--- src/hw/pkt_pkg.sv ---
package pkt_pkg;

	localparam int NUM_CLASSES = 4;
	localparam int BUF_DEPTH   = 6;
	localparam int CLASS_W     = 2;
	localparam int DATA_W      = 2;
	localparam int FILL_W      = 3; // holds 0 to BUF_DEPTH
	localparam int WEIGHT_W    = 6;

	// debounce window and read period in clock cycles
	localparam int DEBOUNCE_CYCLES = 16;
	localparam int DEBOUNCE_W      = $clog2(DEBOUNCE_CYCLES);
	localparam int READ_PERIOD     = 64;
	localparam int TIMER_W         = $clog2(READ_PERIOD);

	// weight of each class at fill levels 0 to BUF_DEPTH
	localparam logic [WEIGHT_W-1:0] WEIGHT_TABLE [NUM_CLASSES][BUF_DEPTH+1] = '{
		'{6'd0, 6'd9, 6'd13, 6'd15, 6'd16, 6'd17, 6'd19}, // class 0
		'{6'd0, 6'd6, 6'd8, 6'd12, 6'd14, 6'd18, 6'd21},  // class 1
		'{6'd0, 6'd3, 6'd5, 6'd7, 6'd11, 6'd19, 6'd23},   // class 2
		'{6'd0, 6'd1, 6'd2, 6'd4, 6'd10, 6'd22, 6'd24}    // class 3
	};

	typedef struct packed {
		logic [CLASS_W-1:0] cls;  // upper two key bits
		logic [DATA_W-1:0]  data; // lower two key bits
	} packet_t;

	typedef logic [NUM_CLASSES-1:0][FILL_W-1:0] fill_vec_t;

endpackage

--- src/hw/class_buffer.sv ---
module class_buffer #(
	parameter int unsigned CLASS_ID = 0
) (
	input  logic                         clk,
	input  logic                         reset,
	input  logic                         push,
	input  logic [pkt_pkg::DATA_W-1:0]   push_data,
	input  logic                         pop,
	output logic [pkt_pkg::FILL_W-1:0]   fill,
	output logic [pkt_pkg::DATA_W-1:0]   head,
	output logic [pkt_pkg::WEIGHT_W-1:0] weight
);
	import pkt_pkg::*;

	logic [DATA_W-1:0] mem [BUF_DEPTH]; // entry 0 is the oldest
	logic              full;
	logic              pop_ok;
	logic              shift;
	logic [FILL_W-1:0] wr_idx;
	logic [FILL_W-1:0] fill_next;

	assign full   = (fill == FILL_W'(BUF_DEPTH));
	assign pop_ok = pop && (fill != '0);
	assign shift  = pop_ok || (push && full); // full push drops the head
	assign wr_idx = shift ? fill - 1'b1 : fill;
	assign head   = mem[0];

	always_comb begin
		fill_next = fill;
		if (push && !pop_ok && !full) begin
			fill_next = fill + 1'b1;
		end else if (pop_ok && !push) begin
			fill_next = fill - 1'b1;
		end
	end

	always_ff @(posedge clk) begin
		if (shift) begin
			for (int i = 0; i < BUF_DEPTH - 1; i++) begin
				mem[i] <= mem[i + 1];
			end
		end
		if (push) begin
			mem[wr_idx] <= push_data;
		end
	end

	always_ff @(posedge clk) begin
		if (!reset) begin
			fill   <= '0;
			weight <= '0;
		end else begin
			fill   <= fill_next;
			weight <= WEIGHT_TABLE[CLASS_ID][fill_next]; // follows the new fill level
		end
	end

endmodule

--- src/hw/key_debounce.sv ---
module key_debounce (
	input  logic clk,
	input  logic reset,
	input  logic key,
	output logic pressed
);
	import pkt_pkg::*;

	logic                  key_sync;   // registered copy of the raw key
	logic                  level;      // debounced level, high when released
	logic [DEBOUNCE_W-1:0] stable_cnt; // cycles the new level has held
	logic                  settle;

	// new level has held long enough to be accepted
	assign settle = (key_sync != level) && (stable_cnt == DEBOUNCE_W'(DEBOUNCE_CYCLES - 1));

	always_ff @(posedge clk) begin
		if (!reset) begin
			key_sync   <= 1'b1;
			level      <= 1'b1;
			stable_cnt <= '0;
			pressed    <= 1'b0;
		end else begin
			key_sync <= key;
			pressed  <= settle && !key_sync; // one cycle, on the falling debounced level
			if (key_sync == level) begin
				stable_cnt <= '0; // glitch ended, start over
			end else if (settle) begin
				level      <= key_sync;
				stable_cnt <= '0;
			end else begin
				stable_cnt <= stable_cnt + 1'b1;
			end
		end
	end

endmodule

--- src/hw/packet_buffer_top.sv ---
module packet_buffer_top (
	input  logic               clk,
	input  logic               reset,
	input  logic               start_key,
	input  logic               key0,
	input  logic               key1,
	output logic               out_valid,
	output pkt_pkg::packet_t   out_pkt,
	input  logic               out_ready,
	output pkt_pkg::fill_vec_t fills
);
	import pkt_pkg::*;

	logic                                start_press;
	logic                                bit0_press;
	logic                                bit1_press;
	logic                                in_valid;
	logic                                in_ready;
	packet_t                             in_pkt;
	logic [NUM_CLASSES-1:0]              pushes;
	logic [NUM_CLASSES-1:0]              pops;
	logic [NUM_CLASSES-1:0][DATA_W-1:0]   heads;
	logic [NUM_CLASSES-1:0][WEIGHT_W-1:0] weights;

	key_debounce i_start_debounce (.clk, .reset, .key(start_key), .pressed(start_press));
	key_debounce i_key0_debounce (.clk, .reset, .key(key0), .pressed(bit0_press));
	key_debounce i_key1_debounce (.clk, .reset, .key(key1), .pressed(bit1_press));

	packet_entry i_packet_entry (
		.clk,
		.reset,
		.start_press,
		.bit0_press,
		.bit1_press,
		.in_valid,
		.in_pkt,
		.in_ready
	);

	for (genvar c = 0; c < NUM_CLASSES; c++) begin : g_class
		// accepted packet goes to the buffer named by its class field
		assign pushes[c] = in_valid && in_ready && (in_pkt.cls == CLASS_W'(c));

		class_buffer #(.CLASS_ID(c)) i_class_buffer (
			.clk,
			.reset,
			.push(pushes[c]),
			.push_data(in_pkt.data),
			.pop(pops[c]),
			.fill(fills[c]),
			.head(heads[c]),
			.weight(weights[c])
		);
	end

	read_scheduler i_read_scheduler (
		.clk,
		.reset,
		.fills,
		.heads,
		.weights,
		.pops,
		.in_ready,
		.out_valid,
		.out_pkt,
		.out_ready
	);

endmodule

--- src/hw/packet_entry.sv ---
module packet_entry (
	input  logic             clk,
	input  logic             reset,
	input  logic             start_press,
	input  logic             bit0_press,
	input  logic             bit1_press,
	output logic             in_valid,
	output pkt_pkg::packet_t in_pkt,
	input  logic             in_ready
);
	import pkt_pkg::*;

	logic                         armed;
	logic [1:0]                   bit_cnt; // bits taken so far
	logic [$bits(packet_t)-1:0]   shift_q; // msb first
	logic                         take_bit;

	// start has priority over a data press in the same cycle
	assign take_bit = armed && !in_valid && !start_press && (bit0_press || bit1_press);
	assign in_pkt   = packet_t'(shift_q);

	always_ff @(posedge clk) begin
		if (!reset) begin
			armed    <= 1'b0;
			bit_cnt  <= '0;
			in_valid <= 1'b0;
		end else begin
			if (in_valid && in_ready) begin
				in_valid <= 1'b0;
				armed    <= 1'b0; // wait for the next start
			end else if (start_press && !in_valid) begin
				armed   <= 1'b1;
				bit_cnt <= '0;
			end else if (take_bit) begin
				bit_cnt <= bit_cnt + 1'b1;
				if (bit_cnt == 2'd3) begin
					in_valid <= 1'b1; // fourth bit completes the packet
				end
			end
		end
	end

	always_ff @(posedge clk) begin
		if (take_bit) begin
			shift_q <= {shift_q[$bits(packet_t)-2:0], bit1_press};
		end
	end

endmodule

--- src/hw/read_scheduler.sv ---
module read_scheduler (
	input  logic                                                 clk,
	input  logic                                                 reset,
	input  pkt_pkg::fill_vec_t                                   fills,
	input  logic [pkt_pkg::NUM_CLASSES-1:0][pkt_pkg::DATA_W-1:0]   heads,
	input  logic [pkt_pkg::NUM_CLASSES-1:0][pkt_pkg::WEIGHT_W-1:0] weights,
	output logic [pkt_pkg::NUM_CLASSES-1:0]                      pops,
	output logic                                                 in_ready,
	output logic                                                 out_valid,
	output pkt_pkg::packet_t                                     out_pkt,
	input  logic                                                 out_ready
);
	import pkt_pkg::*;

	logic [TIMER_W-1:0]  timer;
	logic                tick;
	logic                pending;    // a read is owed
	logic                found;      // some buffer is nonempty
	logic [CLASS_W-1:0]  win_idx;
	logic [WEIGHT_W-1:0] win_weight;
	logic                read_go;

	assign tick     = (timer == TIMER_W'(READ_PERIOD - 1));
	assign read_go  = pending && !out_valid && found; // one item in flight
	assign pops     = read_go ? (NUM_CLASSES'(1) << win_idx) : '0;
	assign in_ready = ~|pops; // no push while a buffer is popped

	// highest weight wins, strict compare keeps the lower index on a tie
	always_comb begin
		found      = 1'b0;
		win_idx    = '0;
		win_weight = '0;
		for (int i = 0; i < NUM_CLASSES; i++) begin
			if ((fills[i] != '0) && (!found || (weights[i] > win_weight))) begin
				found      = 1'b1;
				win_idx    = CLASS_W'(i);
				win_weight = weights[i];
			end
		end
	end

	always_ff @(posedge clk) begin
		if (!reset) begin
			timer     <= '0;
			pending   <= 1'b0;
			out_valid <= 1'b0;
		end else begin
			timer <= tick ? '0 : timer + 1'b1; // runs on under back-pressure
			if (tick && found) begin
				pending <= 1'b1;
			end else if (read_go || !found) begin
				pending <= 1'b0;
			end
			if (read_go) begin
				out_valid <= 1'b1;
			end else if (out_valid && out_ready) begin
				out_valid <= 1'b0;
			end
		end
	end

	always_ff @(posedge clk) begin
		if (read_go) begin
			out_pkt.cls  <= win_idx;
			out_pkt.data <= heads[win_idx];
		end
	end

endmodule

--- config.mk ---
export PLATFORM = sky130hd
export DESIGN_NAME = packet_buffer_top
export DESIGN_NICKNAME = d
export VERILOG_FILES = /design/src/hw/pkt_pkg.sv /design/src/hw/class_buffer.sv /design/src/hw/key_debounce.sv /design/src/hw/packet_buffer_top.sv /design/src/hw/packet_entry.sv /design/src/hw/read_scheduler.sv
export SDC_FILE = /design/constraint.sdc
export NUM_CORES = 1
export LEC_CHECK = 0
export ABC_AREA = 0
export BUFFER_PORTS_ARGS = -buffer_cell sky130_fd_sc_hd__buf_2
export CAP_MARGIN = 30
export CORE_UTILIZATION = 50
export CTS_CLUSTER_SIZE = 16
export DETAILED_ROUTE_END_ITERATION = 16
export PLACE_DENSITY = 0.69
export SLEW_MARGIN = 20
export SYNTH_ARGS = -nofsm -noshare
export SYNTH_HDL_FRONTEND = slang
export SYNTH_SLANG_ARGS = --single-unit
--- constraint.sdc ---
create_clock -name clk -period 8.6 [get_ports clk]
set_input_delay 1.29 -clock clk [delete_from_list [all_inputs] [get_ports clk]]
set_output_delay 1.29 -clock clk [all_outputs]
set_load 0.01 [all_outputs]
Word level (Yosys, flattened, before mapping)
Memory sizes are Yosys's and may differ from the RTL's. A register that Yosys moved wholly into a read port is not among the register bits.
Index checks and enable logic that the tools add are counted.

cells by class
  bitwise operators = 10
  reductions and logical operators = 97
  divide/modulo/power cells = 0
  mux-type cells = 47
  $lt $le $gt $ge = 4
  $mul = 0
  equal/unequal tests = 18
  shifts and indexed selects = 1
  add/sub/neg operators = 13

operators by type and width
  operator             number
  $logic_and 1x1->1    42
  $mux 3               12
  $logic_not 1->1      27
  $mux 1               25
  $gt 6x6->1           3
  $mux 6               3
  $not 3->4            4
  $add 3x1->3 const B  4
  $add 4x1->4 const B  3
  $eq 3x3->1 const B   4
  $eq 4x4->1 const B   3
  $reduce_bool 3->1    4
  $sub 3x1->3 const B  4
  $mux 2               5
  $logic_or 1x1->1     9
  $reduce_or 3->1      3
  $reduce_and 2->1     4
  $add 6x1->6 const B  1
  $eq 2x2->1 const B   3
  $eq 6x6->1 const B   1
  $not 1->1            6
  $reduce_bool 2->1    3
  $bmux 2 s2           1
  $mux 4               1
  other kinds (10)     15

word-level totals
  word-level logic and storage cells = 223
  input port bits = 6
  flip-flop bits (word level) = 53
  bits in writable memories = 48
  bits in latches = 0
  memories kept = 8
  output and inout bits = 17
  ROM bits = 192

memories
  memory                         words  width  rd ports  clocked after memory_dff  wr ports  line                text
  (no name shown)                8      6      1         1                         0         class_buffer.sv:54  weight <= WEIGHT_TABLE[CLASS_ID][fill_next];
  (no name shown)                8      6      1         1                         0         class_buffer.sv:54
  (no name shown)                8      6      1         1                         0         class_buffer.sv:54
  (no name shown)                8      6      1         1                         0         class_buffer.sv:54
  g_class[0].i_class_buffer.mem  6      2      6         0                         6         class_buffer.sv:15  logic [DATA_W-1:0] mem [BUF_DEPTH];
  g_class[1].i_class_buffer.mem  6      2      6         0                         6         class_buffer.sv:15
  2 more memories                -      -      -         -                         -         -

Longest topological paths before layout
  depth after elaboration = 25
  mapped depth = 30
  gate-level depth less buffers = 26

Cells and area by module
Synthesis repeated with hierarchy kept, for this count alone.

unflattened totals
  cell total of the unflattened synthesis = 648
  area total of the unflattened synthesis = 6824.0 um2

by module, submodules not included
  module                                    cells each  sequential area each (um2)  instances  area each (um2)
  read_scheduler                            147         280.3                       1          1266.2
  class_buffer (g_class[3].i_class_buffer)  104         520.5                       1          1151.1
  class_buffer (g_class[0].i_class_buffer)  105         520.5                       1          1146.1
  class_buffer (g_class[1].i_class_buffer)  94          520.5                       1          1081.0
  class_buffer (g_class[2].i_class_buffer)  97          500.5                       1          1081.0
  key_debounce                              24          140.1                       3          246.5
  packet_entry                              25          200.2                       1          314.1
  packet_buffer_top                         4           0.0                         1          45.0

Worst setup path after synthesis
No wires, ideal clock.

  kind = register -> register
  start point = register g_class[0].i_class_buffer.fill[0] (netlist name)
  end point = memory g_class[2].i_class_buffer.mem[1][0] (data pin)
  period minus slack after synthesis = 6585 ps
  required time = 8340 ps
  arrival = 6324 ps
  buffers on the path = 4
  path slack = 2015 ps
  library setup time = 260 ps
  stages on the path, launching flop included = 30
  path through = dfxtp_1 > inv_1 > ha_1 > ha_1 > buf_4 > nand2b_1 > ha_1 > nand3_1 > o21bai_1 > a31oi_1 > clkbuf_1 > nor2_1 > a21oi_1 > ha_1 > a21o_1 > a21oi_1 > a32oi_1 > o21ai_0 > clkbuf_1 > o21ai_0 > ha_1 > and3_1 > and3_1 > a211oi_1 > nor3_2 > a32oi_1 > buf_2 > nand3_1 > a211o_1 > mux2_4

RTL lines
  what                    line                text
  from (decl)             class_buffer.sv:9   output logic [pkt_pkg::FILL_W-1:0] fill,
  from (signal assigned)  class_buffer.sv:53  fill <= fill_next;
  to (decl)               class_buffer.sv:15

==> impl_metrics.env <==
export IMPL_antenna_diode_count=0
export IMPL_placedInstanceArea_mm2=0.006546
export IMPL_initialDrtViolationCount=223
export IMPL_cell_internal_pwr_uw=974.1
export IMPL_via_cell_ratio=5.502
export IMPL_post_cts_buffers=0
export IMPL_maximum_number_of_pins_on_one_net_before_global_route_repair=33
export IMPL_fin_setup_tns_ns=0
export IMPL_grt_pass1_vias=4472
export IMPL_share_seq_of_total_power=0.490
export IMPL_cp_end_kind="flip-flop"
export IMPL_synthAdderAreaFrac=0.07130
export IMPL_finalHoldViolCount=0
export IMPL_worst_setup_path_type="flip-flop to flip-flop"
export IMPL_asyncSetResetFlopFracSynth=0
export IMPL_yosys_warnings=0
export IMPL_final_core_utilization=0.5825
export IMPL_grt_first_pass_wirelength_mm=21.40
export IMPL_numClockSinks=119
export IMPL_synth_top_family_by_area="simple AND/OR/NAND/NOR gates"
export IMPL_status="complete, no violations"
export IMPL_floorplan_io_pins=23
export IMPL_synthesis_nets=660
export IMPL_insertion_delay_ns=0.42
export IMPL_wl_mm=12.73
export IMPL_clock_tree_from_tritoncts="yes"
export IMPL_post_route_min_period_ns=7.143
export IMPL_die_height_um=114.4
export IMPL_grt_util_all_layers=0.2140
export IMPL_site_row_count=40
export IMPL_fraction_of_power_spent_switching_nets=0.1954
export IMPL_holdBufCountCts=0
export IMPL_timing_critical_path_fanout_max=17
export IMPL_cp_data_arrival_time_ns=7.30
export IMPL_synth_enable_flop_cells=56
export IMPL_final_common_cell="dfxtp_1"
export IMPL_drv_max_cap_violation_count=0
export IMPL_synth_largest_area_cell="edfxtp_1"
export IMPL_holdCritPathClass="flip-flop to flip-flop"
export IMPL_synth_ff_latch_count=119
export IMPL_worst_slew_pin_transition_ns=0.8888
export IMPL_buffer_ports_inserted=22
export IMPL_setup_viol=0
export IMPL_grtUsageMet1=0.2617
export IMPL_cp_startpoint_kind="flip-flop"
export IMPL_synth_seq_area_share=0.4658
export IMPL_yosys_most_used_dff="dfxtp_1"
export IMPL_simple_logic_cell_fraction_of_the_synthesized_area=0.1846
export IMPL_layout_cells_most_common_list="63 x dfxtp_1, 58 x nor2_1, 56 x edfxtp_1"
export IMPL_die_area_mm2=0.01309
export IMPL_synth_xor_area_frac=0.03050
export IMPL_detail_route_first_pass_iterations=5
export IMPL_power_share_clock=0.502
export IMPL_rsz0062_at_grt="no"
export IMPL_cts_made_buffers=17
export IMPL_cts_max_path_buffers=2
export IMPL_ff2ff_setup_slack_ns=1.46
export IMPL_muxShareOfSynthArea=0.09190
export IMPL_fin_skew_ns=0.008745
export IMPL_grt_util_met2=0.3620
export IMPL_post_synth_inst_count=618
export IMPL_max_clock_freq_mhz=140.0
export IMPL_drc=0
export IMPL_ff2ff_path_depth=26
export IMPL_power_share_combinational=0.008
export IMPL_via_count=4512
export IMPL_fin_cells=820
export IMPL_p_per_area_mw_per_mm2=170.9
export IMPL_top_usage_layer_grt="met2"
export IMPL_worst_endpoint_required_ns=8.76
export IMPL_clockRootBuffer="clkbuf_16"
export IMPL_synthDistinctLibCells=70
export IMPL_synth_largest_type_area_fraction=0.2662
export IMPL_hpwlAfterDp_mm=9.160
export IMPL_detail_route_antenna_nets=0
export IMPL_core_region_area_mm2=0.01216
export IMPL_static_leakage_power_uw=0.002870
export IMPL_total_grt_overflow=0
export IMPL_synth_area_leaders="edfxtp_1 27%, dfxtp_1 20%, ha_1 7.1%"
export IMPL_initial_core_util=0.5194
export IMPL_cts_htree_levels=4
export IMPL_avgRoutedWirePerCell_um=15.52
export IMPL_post_route_period_util=0.8306
export IMPL_grtUsageMet3=0.04764
export IMPL_hold_depth=0
export IMPL_die_x_um=114.4
export IMPL_globalplace_congestion=0.9404
export IMPL_postLayoutCellArea_mm2=0.007084
export IMPL_nNetsFinal=681
export IMPL_vdd_ir_drop_max_mv=0.1515
export IMPL_clk_pin_slew_ns=0.05
export IMPL_drive_above_1_share=0.1687
export IMPL_slew_viol_final=0
export IMPL_net_switching_component_of_the_power_uw=236.5
export IMPL_synth_area_per_cell_um2=10.22
export IMPL_antenna_found_initial=0
export IMPL_synth_cell_area_mm2=0.006317
export IMPL_total_power_uw=1211
export IMPL_syn_to_final_growth_pct=12.14
export IMPL_compound_gate_portion_of_the_synthesized_area=0.1220
export IMPL_slew_headroom=0.4074
export IMPL_dp_cells=786
export IMPL_ctsResizeCount=0
flip-flops by register name, indices dropped and copies added, names as in the netlist:
| signal | flops |
|---|---|
| g_class.i_class_buffer.mem | 48 |
| i_read_scheduler.out_valid | 1 |
| i_packet_entry.in_valid | 1 |
| i_packet_entry.bit_cnt | 2 |
| i_key0_debounce.level | 1 |
| i_start_debounce.level | 1 |
| i_read_scheduler.out_pkt | 4 |
| i_read_scheduler.timer | 6 |
| i_key1_debounce.stable_cnt | 4 |
| i_key0_debounce.pressed | 1 |
| i_start_debounce.stable_cnt | 4 |
| i_key1_debounce.key_sync | 1 |
| i_start_debounce.key_sync | 1 |
| g_class.i_class_buffer.weight | 19 |
| i_key1_debounce.level | 1 |
| g_class.i_class_buffer.fill | 11 |
| i_key0_debounce.key_sync | 1 |
| i_start_debounce.pressed | 1 |
| i_packet_entry.in_pkt | 4 |
| i_key1_debounce.pressed | 1 |
| i_packet_entry.armed | 1 |
| i_key0_debounce.stable_cnt | 4 |
| i_read_scheduler.pending | 1 |
cell usage after synthesis (3+ instances only):
cell type  instances
mux2i_1           10
nand3b_1           3
xor2_1            11
o31ai_1            3
edfxtp_1          56
nor2_1            58
o211ai_1           6
a32oi_1            5
o22ai_1            3
ha_1              36
nor3_1            10
buf_2              3
inv_1             26
dfxtp_1           63
nor2b_1           12
mux2_2            38
nor3b_1            4
a31oi_1            5
or2_2              4
a21boi_0           4
xnor2_1           11
buf_4              3
and2_1             8
o21a_1             4
a22oi_1            4
clkbuf_1          16
a21oi_1           22
nand4_1            3
o21ai_0           22
nand2b_1          15
a211oi_1           6
nand3_1           23
a21o_1             5
and3_1            14
nand2_1           55
per-layer routing:
metal  vias to the layer above  wire length, um
met5                         -                0
met4                         0              318
met3                        26              484
met2                        83             6269
met1                      2131             5658
li1                       2272                -
power by group through the flow:
stage	registers (uW)	logic (uW)	clock network, uW
2_1_floorplan	604	6.81	0
3_3_place_gp	604	9.55	0
3_5_place_dp	604	10.0	0
4_1_cts	593	10.0	621
5_1_grt	593	11.4	652
6_report	593	9.87	607
through the flow:
| step | setup slack (ns) | hold slack, ns |
|---|---|---|
| finish | 1.457 | 0.4292 |
| global placement | 1.496 | 0.4180 |
| detailed placement | 1.533 | 0.4167 |
| floorplan | 2.015 | 0.4088 |
| global route | 0.7819 | 0.4310 |
| CTS | 1.532 | 0.4286 |
logic make-up (layout without fill, tap and decap cells):
logic type / count (synthesis) / in the layout
buffers and inverters: 51 / 85
AND/OR/NAND/NOR: 226 / 226
XOR/XNOR: 22 / 22
flip-flops: 119 / 119
multiplexers: 52 / 52
AO/OA/AOI/OAI: 112 / 112
adder cells (fa/ha/maj): 36 / 36
worst paths after layout:
kind | startpoint | end
hold / removal | i_key1_debounce.pressed | i_packet_entry.in_pkt[0]
setup / recovery | g_class[0].i_class_buffer.fill[0] | g_class[2].i_class_buffer.mem[4][0]
hold reg to reg | i_key1_debounce.pressed | i_packet_entry.in_pkt[0]
setup reg to reg | g_class[0].i_class_buffer.fill[0] | g_class[2].i_class_buffer.mem[4][0]
area by class of cell:
cell class,count,area (um^2)
clock buffer,27,483.0
clock inverter,5,25.02
fill,1050,5077
inverter,27,101.3
multi-input combinational,448,3167
sequential,119,2943
tap,168,210.2
timing repair buffer,26,155.1
worst max-delay path, stage by stage (launching register included):
cell and delay (ns):
dfxtp_1 0.42, inv_1 0.13, ha_1 0.23, ha_1 0.30, nand2b_1 0.21, ha_1 0.30
nand3_1 0.10, o21bai_1 0.19, a31oi_2 0.66, a21oi_1 0.21, ha_1 0.34, and3_1 0.17
o21ai_0 0.08, a32oi_1 0.26, o21ai_0 0.12, buf_4 0.19, nand2_1 0.06, o21ai_0 0.09
ha_1 0.30, and3_1 0.18, and3_1 0.19, a211oi_1 0.40, nor3_2 0.16, a32oi_1 0.71
nor2_1 0.15, o211ai_1 0.34, mux2_2 0.38
(Power assumes the default switching activity.)
